`src/logic/br_defines.svh`:
```
/* widths and sizes shared by the branch path */

`ifndef BR_DEFINES_SVH
`define BR_DEFINES_SVH

// data and address width
`define XLEN        32

// physical register tag width
`define PRF_LEN     6

// reorder buffer tag width
`define ROB_LEN     5

// branch reservation station depth, 4 or 8
`define RS_BR_SIZE  4
`define RS_BR_LEN   $clog2(`RS_BR_SIZE)

`endif

```
`src/logic/br_pkg.sv`:
```
/* branch compare opcodes and the dispatch, station entry and resolve structs */

`default_nettype none

`include "br_defines.svh"

package br_pkg;

    // compare opcodes follow the funct3 field, jump takes a spare code
    typedef enum logic [2:0] {
        BR_EQ   = 3'b000,
        BR_NE   = 3'b001,
        BR_JUMP = 3'b010,   // always taken
        BR_LT   = 3'b100,
        BR_GE   = 3'b101,
        BR_LTU  = 3'b110,
        BR_GEU  = 3'b111
    } br_func_e;

    typedef struct packed {
        logic [`XLEN-1:0]    pc;
        logic [`XLEN-1:0]    npc;
        logic [`PRF_LEN-1:0] opa_tag;
        logic                opa_ready;
        logic [`XLEN-1:0]    opa_value;
        logic [`PRF_LEN-1:0] opb_tag;
        logic                opb_ready;
        logic [`XLEN-1:0]    opb_value;
        logic [`XLEN-1:0]    offset;
        logic                is_jalr;
        br_func_e            func;
        logic [`ROB_LEN-1:0] rob_idx;
        logic                pred_taken;
        logic [`XLEN-1:0]    pred_target;
    } br_dispatch_t;

    // a waiting operand keeps its tag in the low bits of its value
    typedef struct packed {
        logic [`XLEN-1:0]    pc;
        logic [`XLEN-1:0]    npc;
        logic                opa_ready;
        logic [`XLEN-1:0]    opa_value;
        logic                opb_ready;
        logic [`XLEN-1:0]    opb_value;
        logic [`XLEN-1:0]    offset;
        logic                is_jalr;
        br_func_e            func;
        logic [`ROB_LEN-1:0] rob_idx;
        logic                pred_taken;
        logic [`XLEN-1:0]    pred_target;
    } br_entry_t;

    typedef struct packed {
        logic [`ROB_LEN-1:0] rob_idx;
        logic                taken;
        logic [`XLEN-1:0]    target;
        logic                mispredict;
    } br_resolve_t;

endpackage

`default_nettype wire

```
`src/logic/br_dispatch.sv`:
```
/* one-entry dispatch register for branches
   holds an instruction while the station is full and snoops the CDB */

`default_nettype none

`include "br_defines.svh"

module br_dispatch (
    input  logic                 clock,
    input  logic                 rst,
    input  logic                 flush,
    input  logic                 in_valid,
    input  br_pkg::br_dispatch_t in_br,
    input  logic                 rs_full,
    input  logic                 cdb_valid,
    input  logic [`PRF_LEN-1:0]  cdb_tag,
    input  logic [`XLEN-1:0]     cdb_value,
    output logic                 stall,
    output logic                 disp_enable,
    output br_pkg::br_dispatch_t disp_br
);
    import br_pkg::*;

    logic         held;     // register occupied
    logic         load;
    br_dispatch_t next_br;

    assign stall       = held && rs_full;
    assign disp_enable = held && !rs_full;   // station writes in this cycle
    assign load        = in_valid && !stall; // empty or draining

    //////////////////////////////////////////////////////////////////////
    // next contents, with a broadcast folded into a waiting operand
    always_comb begin
        next_br = load ? in_br : disp_br;
        if (cdb_valid && !next_br.opa_ready && next_br.opa_tag == cdb_tag) begin
            next_br.opa_ready = 1'b1;
            next_br.opa_value = cdb_value;
        end
        if (cdb_valid && !next_br.opb_ready && next_br.opb_tag == cdb_tag) begin
            next_br.opb_ready = 1'b1;
            next_br.opb_value = cdb_value;
        end
    end

    //////////////////////////////////////////////////////////////////////
    // occupancy
    always_ff @(posedge clock) begin
        if (rst || flush) begin
            held <= 1'b0;
        end else if (load) begin
            held <= 1'b1;
        end else if (disp_enable) begin
            held <= 1'b0;       // drained, nothing behind it
        end
    end

    always_ff @(posedge clock) begin
        disp_br <= next_br;
    end

endmodule

`default_nettype wire

```
`src/logic/rs_branch.sv`:
```
/* branch reservation station with CDB wakeup, lowest-index issue and flush
   one write and one issue per cycle */

`default_nettype none

`include "br_defines.svh"

module rs_branch (
    input  logic                 clock,
    input  logic                 rst,
    input  logic                 flush,
    input  logic                 enable,
    input  br_pkg::br_dispatch_t disp_br,
    input  logic                 cdb_valid,
    input  logic [`PRF_LEN-1:0]  cdb_tag,
    input  logic [`XLEN-1:0]     cdb_value,
    output logic                 full,
    output logic                 issue_valid,
    output br_pkg::br_entry_t    issue_entry
);
    import br_pkg::*;

    localparam logic [`RS_BR_LEN:0] full_count = `RS_BR_SIZE;

    br_entry_t                entries [`RS_BR_SIZE];
    logic [`RS_BR_SIZE-1:0]   free;
    logic [`RS_BR_LEN:0]      count;
    logic [`RS_BR_SIZE-1:0]   ready;     // occupied with both operands in
    logic [`RS_BR_LEN-1:0]    free_idx;
    logic [`RS_BR_LEN-1:0]    issue_idx;
    logic                     issue_go;
    br_entry_t                new_entry;

    assign full     = (count == full_count);
    assign issue_go = |ready;

    //////////////////////////////////////////////////////////////////////
    // slot selection, lowest index wins on both sides
    always_comb begin
        free_idx  = '0;
        issue_idx = '0;
        for (int i = `RS_BR_SIZE - 1; i >= 0; i--) begin
            ready[i] = !free[i] && entries[i].opa_ready && entries[i].opb_ready;
            if (free[i]) free_idx = i[`RS_BR_LEN-1:0];
            if (ready[i]) issue_idx = i[`RS_BR_LEN-1:0];
        end
    end

    //////////////////////////////////////////////////////////////////////
    // incoming entry, operands from value, same-cycle CDB or tag
    always_comb begin
        new_entry.pc          = disp_br.pc;
        new_entry.npc         = disp_br.npc;
        new_entry.offset      = disp_br.offset;
        new_entry.is_jalr     = disp_br.is_jalr;
        new_entry.func        = disp_br.func;
        new_entry.rob_idx     = disp_br.rob_idx;
        new_entry.pred_taken  = disp_br.pred_taken;
        new_entry.pred_target = disp_br.pred_target;

        if (disp_br.opa_ready) begin
            new_entry.opa_ready = 1'b1;
            new_entry.opa_value = disp_br.opa_value;
        end else if (cdb_valid && disp_br.opa_tag == cdb_tag) begin
            new_entry.opa_ready = 1'b1;
            new_entry.opa_value = cdb_value;
        end else begin
            new_entry.opa_ready = 1'b0;
            new_entry.opa_value = {{(`XLEN - `PRF_LEN){1'b0}}, disp_br.opa_tag};
        end

        if (disp_br.opb_ready) begin
            new_entry.opb_ready = 1'b1;
            new_entry.opb_value = disp_br.opb_value;
        end else if (cdb_valid && disp_br.opb_tag == cdb_tag) begin
            new_entry.opb_ready = 1'b1;
            new_entry.opb_value = cdb_value;
        end else begin
            new_entry.opb_ready = 1'b0;
            new_entry.opb_value = {{(`XLEN - `PRF_LEN){1'b0}}, disp_br.opb_tag};
        end
    end

    //////////////////////////////////////////////////////////////////////
    // control state
    always_ff @(posedge clock) begin
        if (rst || flush) begin
            free        <= '1;
            count       <= '0;
            issue_valid <= 1'b0;
        end else begin
            count <= count + {{`RS_BR_LEN{1'b0}}, enable}
                           - {{`RS_BR_LEN{1'b0}}, issue_go};
            if (enable) free[free_idx] <= 1'b0;
            if (issue_go) free[issue_idx] <= 1'b1; // never the slot being written
            issue_valid <= issue_go;
        end
    end

    //////////////////////////////////////////////////////////////////////
    // payload: write, issue and wakeup
    always_ff @(posedge clock) begin
        if (enable) entries[free_idx] <= new_entry;
        if (issue_go) issue_entry <= entries[issue_idx];

        if (cdb_valid) begin
            for (int t = 0; t < `RS_BR_SIZE; t++) begin
                if (!free[t]) begin     // written slot is still free here
                    if (!entries[t].opa_ready &&
                        entries[t].opa_value[`PRF_LEN-1:0] == cdb_tag) begin
                        entries[t].opa_ready <= 1'b1;
                        entries[t].opa_value <= cdb_value;
                    end
                    if (!entries[t].opb_ready &&
                        entries[t].opb_value[`PRF_LEN-1:0] == cdb_tag) begin
                        entries[t].opb_ready <= 1'b1;
                        entries[t].opb_value <= cdb_value;
                    end
                end
            end
        end
    end

endmodule

`default_nettype wire

```
`src/logic/branch_unit.sv`:
```
/* branch resolution, direction, target and misprediction, one cycle */

`default_nettype none

`include "br_defines.svh"

module branch_unit (
    input  logic                clock,
    input  logic                rst,
    input  logic                flush,
    input  logic                issue_valid,
    input  br_pkg::br_entry_t   issue_entry,
    output logic                res_valid,
    output br_pkg::br_resolve_t res
);
    import br_pkg::*;

    logic [`XLEN-1:0] opa;
    logic [`XLEN-1:0] opb;
    logic [`XLEN-1:0] jump_target;
    logic             taken;
    br_resolve_t      result;

    assign opa = issue_entry.opa_value;
    assign opb = issue_entry.opb_value;

    //////////////////////////////////////////////////////////////////////
    // direction
    always_comb begin
        case (issue_entry.func)
            BR_EQ:   taken = (opa == opb);
            BR_NE:   taken = (opa != opb);
            BR_LT:   taken = ($signed(opa) <  $signed(opb));
            BR_GE:   taken = ($signed(opa) >= $signed(opb));
            BR_LTU:  taken = (opa <  opb);
            BR_GEU:  taken = (opa >= opb);
            BR_JUMP: taken = 1'b1;
            default: taken = 1'b0;      // unused code 3'b011
        endcase
    end

    // jalr base is the register, bit 0 dropped
    assign jump_target = issue_entry.is_jalr
                       ? ((opa + issue_entry.offset) & ~`XLEN'd1)
                       : (issue_entry.pc + issue_entry.offset);

    always_comb begin
        result.rob_idx    = issue_entry.rob_idx;
        result.taken      = taken;
        result.target     = taken ? jump_target : issue_entry.npc;
        result.mispredict = (taken != issue_entry.pred_taken) ||
                            (result.target != issue_entry.pred_target);
    end

    //////////////////////////////////////////////////////////////////////
    // output register
    always_ff @(posedge clock) begin
        if (rst) begin
            res_valid <= 1'b0;
        end else begin
            res_valid <= issue_valid && !flush; // drop what is issuing at flush
        end
    end

    always_ff @(posedge clock) begin
        if (issue_valid) res <= result;
    end

endmodule

`default_nettype wire

```
`src/logic/branch_top.sv`:
```
/* branch path top, dispatch register, reservation station and branch unit */

`default_nettype none

`include "br_defines.svh"

module branch_top (
    input  logic                 clock,
    input  logic                 rst,
    input  logic                 flush,
    input  logic                 in_valid,
    input  br_pkg::br_dispatch_t in_br,
    input  logic                 cdb_valid,
    input  logic [`PRF_LEN-1:0]  cdb_tag,
    input  logic [`XLEN-1:0]     cdb_value,
    output logic                 stall,
    output logic                 res_valid,
    output br_pkg::br_resolve_t  res
);
    import br_pkg::*;

    logic         disp_enable;
    br_dispatch_t disp_br;
    logic         rs_full;
    logic         issue_valid;
    br_entry_t    issue_entry;

    br_dispatch u_dispatch (
        .clock       (clock),
        .rst         (rst),
        .flush       (flush),
        .in_valid    (in_valid),
        .in_br       (in_br),
        .rs_full     (rs_full),
        .cdb_valid   (cdb_valid),
        .cdb_tag     (cdb_tag),
        .cdb_value   (cdb_value),
        .stall       (stall),
        .disp_enable (disp_enable),
        .disp_br     (disp_br)
    );

    rs_branch u_rs (
        .clock       (clock),
        .rst         (rst),
        .flush       (flush),
        .enable      (disp_enable),
        .disp_br     (disp_br),
        .cdb_valid   (cdb_valid),
        .cdb_tag     (cdb_tag),
        .cdb_value   (cdb_value),
        .full        (rs_full),
        .issue_valid (issue_valid),
        .issue_entry (issue_entry)
    );

    branch_unit u_bu (
        .clock       (clock),
        .rst         (rst),
        .flush       (flush),
        .issue_valid (issue_valid),
        .issue_entry (issue_entry),
        .res_valid   (res_valid),
        .res         (res)
    );

endmodule

`default_nettype wire

```
`config.mk`:
```
export PLATFORM = sky130hd
export DESIGN_NAME = branch_top
export DESIGN_NICKNAME = d
export VERILOG_FILES = /design/src/logic/br_pkg.sv /design/src/logic/br_dispatch.sv /design/src/logic/rs_branch.sv /design/src/logic/branch_unit.sv /design/src/logic/branch_top.sv
export VERILOG_INCLUDE_DIRS = /design/src /design/src/logic
export SDC_FILE = /design/constraint.sdc
export NUM_CORES = 2
export LEC_CHECK = 0
export BUFFER_PORTS_ARGS = -buffer_cell sky130_fd_sc_hd__buf_2
export CAP_MARGIN = 20
export CORE_MARGIN = 2
export CORE_UTILIZATION = 53
export CTS_CLUSTER_DIAMETER = 30
export DETAILED_ROUTE_END_ITERATION = 8
export GPL_TIMING_DRIVEN = 0
export PLACE_DENSITY = 0.71
export SLEW_MARGIN = 20
export SYNTH_ARGS = -nofsm -noshare
export SYNTH_HDL_FRONTEND = slang
export SYNTH_SLANG_ARGS = --single-unit
```
`constraint.sdc`:
```
create_clock -name clock -period 9.77 [get_ports clock]
set_clock_uncertainty 0.2 [all_clocks]
set_input_delay 0.4885 -clock clock [delete_from_list [all_inputs] [get_ports clock]]
set_output_delay 0.4885 -clock clock [all_outputs]
set_load 0.02 [all_outputs]
```
Word-level counts from Yosys, hierarchy flattened
Memories as Yosys holds them, arrays and structs flattened. A register that Yosys moved wholly into a read port is not among the register bits.
Cells that the tools add are included.
{ "totals": {"regBits": 265, "latchBits": 0, "ramBits": 816, "romBits": 0, "input_bits": 259, "out_inout_bits": 41, "wordCells": 175, "mem_count": 1} }
{ "memory_table": {"columns": ["name", "words", "width", "rd", "rd_ports_with_merged_regs", "wr", "line_no", "text"], "rows": [
  ["u_rs.entries", 4, 204, 5, 1, 5, "rs_branch.sv:25", "br_entry_t entries [`RS_BR_SIZE];"]
]} }
{ "op_classes": {"add_sub_neg": 4, "multipliers": 0, "div": 0, "magnitude_cmp": 8, "n_eq_ne": 23, "shifts": 0, "muxes": 61, "n_bitwise": 3, "n_reduce_logical": 52} }
{ "op_table": {"columns": ["operator", "count"], "rows": [
  ["2-to-1 mux 152 bit", 1],
  ["2-to-1 mux 33 bit", 4],
  ["2-to-1 mux 32 bit", 4],
  ["== test 6 bit", 12],
  ["adder 32 bit", 2],
  ["greater-or-equal comparator 32 bit", 2],
  ["< comparator 32 bit", 2],
  ["!= test 32 bit", 2],
  ["2-to-1 mux 1 bit", 38],
  ["== test 32 bit", 1],
  ["logical AND 1 bit", 28],
  ["logical NOT 1 bit", 17],
  ["2-to-1 mux 2 bit", 8],
  ["== test 3 bit, second input constant", 5],
  ["2-to-1 mux 4 bit", 3],
  ["one-hot mux 1 bit (7 select lines)", 1],
  ["< comparator 2 x 3 -> 1 bit, second input constant", 2],
  ["nonzero test 2 bit", 3],
  ["AND 4 bit", 1],
  ["demux 1 bit (select 2 bit)", 2],
  ["greater-or-equal comparator 2 x 1 -> 1 bit, second input constant", 2],
  ["inverter 4 bit", 1],
  ["bitwise OR 4 bit", 1],
  ["OR reduction 4 bit", 1],
  ["other kinds (7)", 8]
]} }

Longest topological paths before layout
{ "depth": {"ltp_word": 14, "depth_mapped": 15, "mapped_depth_nobuf": 14} }

Hierarchy
A second synthesis with hierarchy kept.
{ "hier_totals": {"cells_unflattened": 3937, "hier_area_um2": 56382.8} }
{ "by_module_without_submodules": {"columns": ["mod", "instances", "cells_per_inst", "area_per_inst_um2", "seq_area_each_um2"], "rows": [
  ["rs_branch", 1, 2448, 41013.1, 30709.5],
  ["br_dispatch", 1, 524, 8026.4, 6366.1],
  ["branch_unit", 1, 965, 7343.3, 1191.1]
]} }

Worst setup path after synthesis
Ideal clock, no wire load.
{ "synth_timing": {"path_kind": "reg2reg", "from": "reg u_rs.free[0]", "to": "reg u_rs.count[2]", "setup_ns": 0.116, "arrival_ns": 6.944, "required_ns": 9.454, "slack_ns": 2.510, "path_stages_with_launch": 13, "cell_sequence": "dfxtp_1 clkbuf_1 nand3b_1 o21a_1 nand2_1 ha_1 inv_1 ha_1 inv_1 fa_1 xor2_1 xnor2_1 nor3_1"} }
{ "synth_via": {"elab_chain_cells": 5} }
{ "synth_lines": {"columns": ["element", "line_no", "text"], "rows": [
  ["from (decl)", "rs_branch.sv:26", "logic [`RS_BR_SIZE-1:0] free;"],
  ["from (signal assigned)", "rs_branch.sv:88", "free <= '1;"],
  ["from (signal, indexed assignment)", "rs_branch.sv:94", "if (enable) free[free_idx] <= 1'b0;"],
  ["from (signal, indexed assignment)", "rs_branch.sv:95", "if (issue_go) free[issue_idx] <= 1'b1;"],
  ["logical NOT 1 bit", "rs_branch.sv:43", "ready[i] = !free[i] && entries[i].opa_ready && entries[i].opb_ready;"],
  ["logical AND 1 bit (2 in a row)", "rs_branch.sv:43", null],
  ["OR reduction 4 bit", "rs_branch.sv:35", "assign issue_go = |ready;"],
  ["named net u_rs.issue_go", "rs_branch.sv:31", "logic issue_go;"],
  ["subtractor 3 x 1 -> 3 bit", "rs_branch.sv:92", "count <= count + {{`RS_BR_LEN{1'b0}}, enable}"],
  ["to (signal assigned)", "rs_branch.sv:92", null],
  ["to (decl)", "rs_branch.sv:27", "logic [`RS_BR_LEN:0] count;"]
]} }
The timed path passes the listed nets, and every way through them passes these cells.
A chain may end at the register's enable or synchronous reset.

==> results.json <==
{
  "ant_nets": 0,
  "grt_pass1_wl_mm": 219,
  "ys_ff_latch": 1283,
  "hold-worst-slack_ns": 0.0566,
  "drv_slew": 0,
  "r2r_slack_ns": 4.31,
  "fin_setup_tns_ns": 0,
  "p_sw_mw": 3.10,
  "postCtsSetupBuffers": 0,
  "start_util_pct": 53.2,
  "drive_above_1_share_pct": 15.6,
  "synth_area_leaders": "edfxtp_1, mux2i_1, a22o_1",
  "cts_sinks": 1283,
  "finalCriticalPeriod_ns": 5.46,
  "clockPowerShare_pct": 54.6,
  "cts_tree": "built",
  "p_comb_share_pct": 2.7,
  "critical_path_class": "flip-flop to flip-flop",
  "syn_nets": 4125,
  "cellPowerDensity_nw_per_um2": 212,
  "wl_per_cell_um": 24.5,
  "worstPathArrival_ns": 5.78,
  "synth-edff-count": 1251,
  "grt_overflow_total": 0,
  "insertion_delay_ns": 0.80,
  "final_area_um2": 68700,
  "crit_fanout": 10,
  "synthToLayoutAreaGrowth_pct": 25.2,
  "syn_inst": 3768,
  "swShare_pct": 21.3,
  "avgSynthCellArea_um2": 14.6,
  "antenna_found_initial": 4,
  "wl_mm": 149,
  "drt-pass1-iter-count": 8,
  "synth_largest_area_cell": "edfxtp_1",
  "root_buffer": "clkbuf_16",
  "via_per_inst": 5.93,
  "place_area_um2": 58600,
  "syn-cell-area_um2": 54900,
  "cts.clk_slew.worst_paths_ns": 0.05,
  "dieArea_um2": 106000,
  "fill_cells": 7118,
  "worst_slew_pin_slew_ns": 1.18,
  "layoutNonFillerInstCount": 6089,
  "drt_iter0_markers": 3460,
  "multiInputGateArea_um2": 15400,
  "cp-end-kind": "flip-flop",
  "leakage_nw": 25.3,
  "yosysWarningCount": 0,
  "cts_made_buffers": 225,
  "cp-start-kind": "flip-flop",
  "synth.distinct_cells": 78,
  "final_nets": 4865,
  "setup_viol": 0,
  "synth_ff_type": "edfxtp_1",
  "grt_pass1_vias": 36200,
  "pwr-share-seq_pct": 42.7,
  "htree_levels": 4,
  "io_pins": 300,
  "cp.required_ns": 10.08,
  "final_core_util_pct": 66.7,
  "track_usage_pct": 27.7,
  "synthArstFlopShare_pct": 0,
  "num_vias": 36100,
  "grt_max_degree": 76,
  "rows": 118,
  "setup_ws_ns": 4.31,
  "cts_buffer_depth": 3,
  "p_int_mw": 11.4,
  "place.gp.congestion": 0.964,
  "dpl.hpwl_mm": 103,
  "core_um2": 103000,
  "hold_violations": 0,
  "ys_seq_area_share_pct": 69.6,
  "dp_slack_ns": 4.55,
  "rsz0062_at_grt": "false",
  "hp-class": "input port to flip-flop",
  "p_total_mw": 14.6,
  "place_inst": 5440,
  "portBuffers": 267,
  "status": "finished, final reports clean",
  "relSlewSlack_pct": 20.9,
  "max-vdd-ir-drop_mv": 0.193,
  "cap_violations": 0,
  "min_period_over_period_pct": 55.9,
  "fmax_ghz": 0.183,
  "drc": 0,
  "netlist.area_leader.share_pct": 68.5,
  "die_h_um": 326,
  "die_w_um": 326,
  "seq_area_um2": 38200
}
[synthesized netlist by cell type (8+ instances only)]
cell type  number
nand4_1        30
nand3_1       105
and2_1         21
o21ai_0       372
ha_1           95
a22oi_1       204
edfxtp_1     1251
clkbuf_1      178
nand2_1       133
or2_2           8
xor2_1         57
nor3_1         42
a211oi_1       15
nor2_1         88
xnor2_1        92
o211ai_1       10
and3_1         21
inv_1          96
a41oi_1         8
nor2b_1        12
dfxtp_1        32
a21oi_1        86
o21a_1          8
mux2i_1       235
mux2_2         17
or3_1          19
nor4_1         14
a31oi_1        10
a21o_1         33
nand2b_1       15
a22o_1        241
buf_1          69
a221oi_1       12
[worst paths after layout]
kind	from	endpoint	depth (start not counted)
worst min register to register	u_rs.issue_entry[33]	u_bu.res[34]	0
worst min-delay path	cdb_value[16]	u_dispatch.disp_br[129]	3
worst max register to register	u_rs.issue_entry[121]	u_bu.res[9]	12
worst max-delay path	u_rs.issue_entry[121]	u_bu.res[9]	12
[placed cells by master, fill, tap and decap left out, types with 21 or more instances in the layout]
master	n
a21o_1	33
a21oi_1	86
a22o_1	241
a22oi_1	204
and2_1	21
and3_1	21
buf_1	67
buf_2	271
bufinv_16	30
clkbuf_1	189
clkbuf_16	229
clkinv_1	29
clkinv_2	38
clkinvlp_4	22
dfxtp_1	31
dlygate4sd3_1	221
edfxtp_1	1251
ha_1	95
inv_1	95
inv_6	32
mux2i_1	235
nand2_1	129
nand3_1	105
nand4_1	30
nor2_1	88
nor3_1	42
o21ai_0	372
xnor2_1	92
xor2_1	57
[state kept, by name, indices dropped and copies added (netlist names)]
register	count
u_rs.free	4
u_bu.res	39
u_bu.res_valid	1
u_rs.entries	816
u_dispatch.held	1
u_dispatch.disp_br	216
u_rs.count	3
u_rs.issue_entry	202
u_rs.issue_valid	1
[worst max-delay path: stages (launching register included)]
cell,delay [ns]
edfxtp_1,0.44
ha_1,0.35
nand4_1,0.22
nor4_1,0.81
a21oi_1,0.14
and3_1,0.21
a222oi_1,1.01
nand4_1,0.30
buf_4,0.28
clkbuf_1,0.27
clkbuf_1,0.35
a211oi_1,0.44
a21oi_1,0.14
[cell type report]
cell class,instances,area share (%)
diodes,1,0.00364
flip-flops and latches,1283,55.6
repair buffers,513,6.07
clock buffers,249,8.48
multi-input cells,2135,22.4
plain buffers,251,1.41
well taps,1380,2.51
inverters,99,0.552
clock inverters,178,2.98
[cell families after synthesis]
family                     after synthesis  synth area share [%]
AOI/OAI and AO/OA                     1086                  13.5
and+or+nand+nor                        550                  5.15
xor gates and xnor gates               149                  2.38
adders and majority gates               98                  2.28
DFF                                   1283                  69.6
buffers and inverters                  350                  2.41
muxes                                  252                  4.64
[power groups by stage]
stage | combinational, mW | sequential [mW] | clock [mW]
finish | 0.396 | 6.21 | 7.94
global route | 0.426 | 6.22 | 8.27
detailed placement | 0.319 | 6.31 | 0
floorplan | 0.175 | 6.29 | 0
global placement | 0.302 | 6.32 | 0
CTS | 0.391 | 6.21 | 7.99
[what timing repair did]
action                                 in CTS  in global routing
endpoints found under the hold margin     226                  0
hold buffers                              221                  0
gates resized for setup                     0                  0
[metal layers]
metal,vias to the layer above,global-route usage [%],part of all wire (%)
li1,16500,-,-
met1,17700,35.6,40
met2,1652,46.6,49
met3,294,5.24,7.4
met4,4,11.2,3.8
met5,-,0,0.020
(Power assumes the default switching activity.)
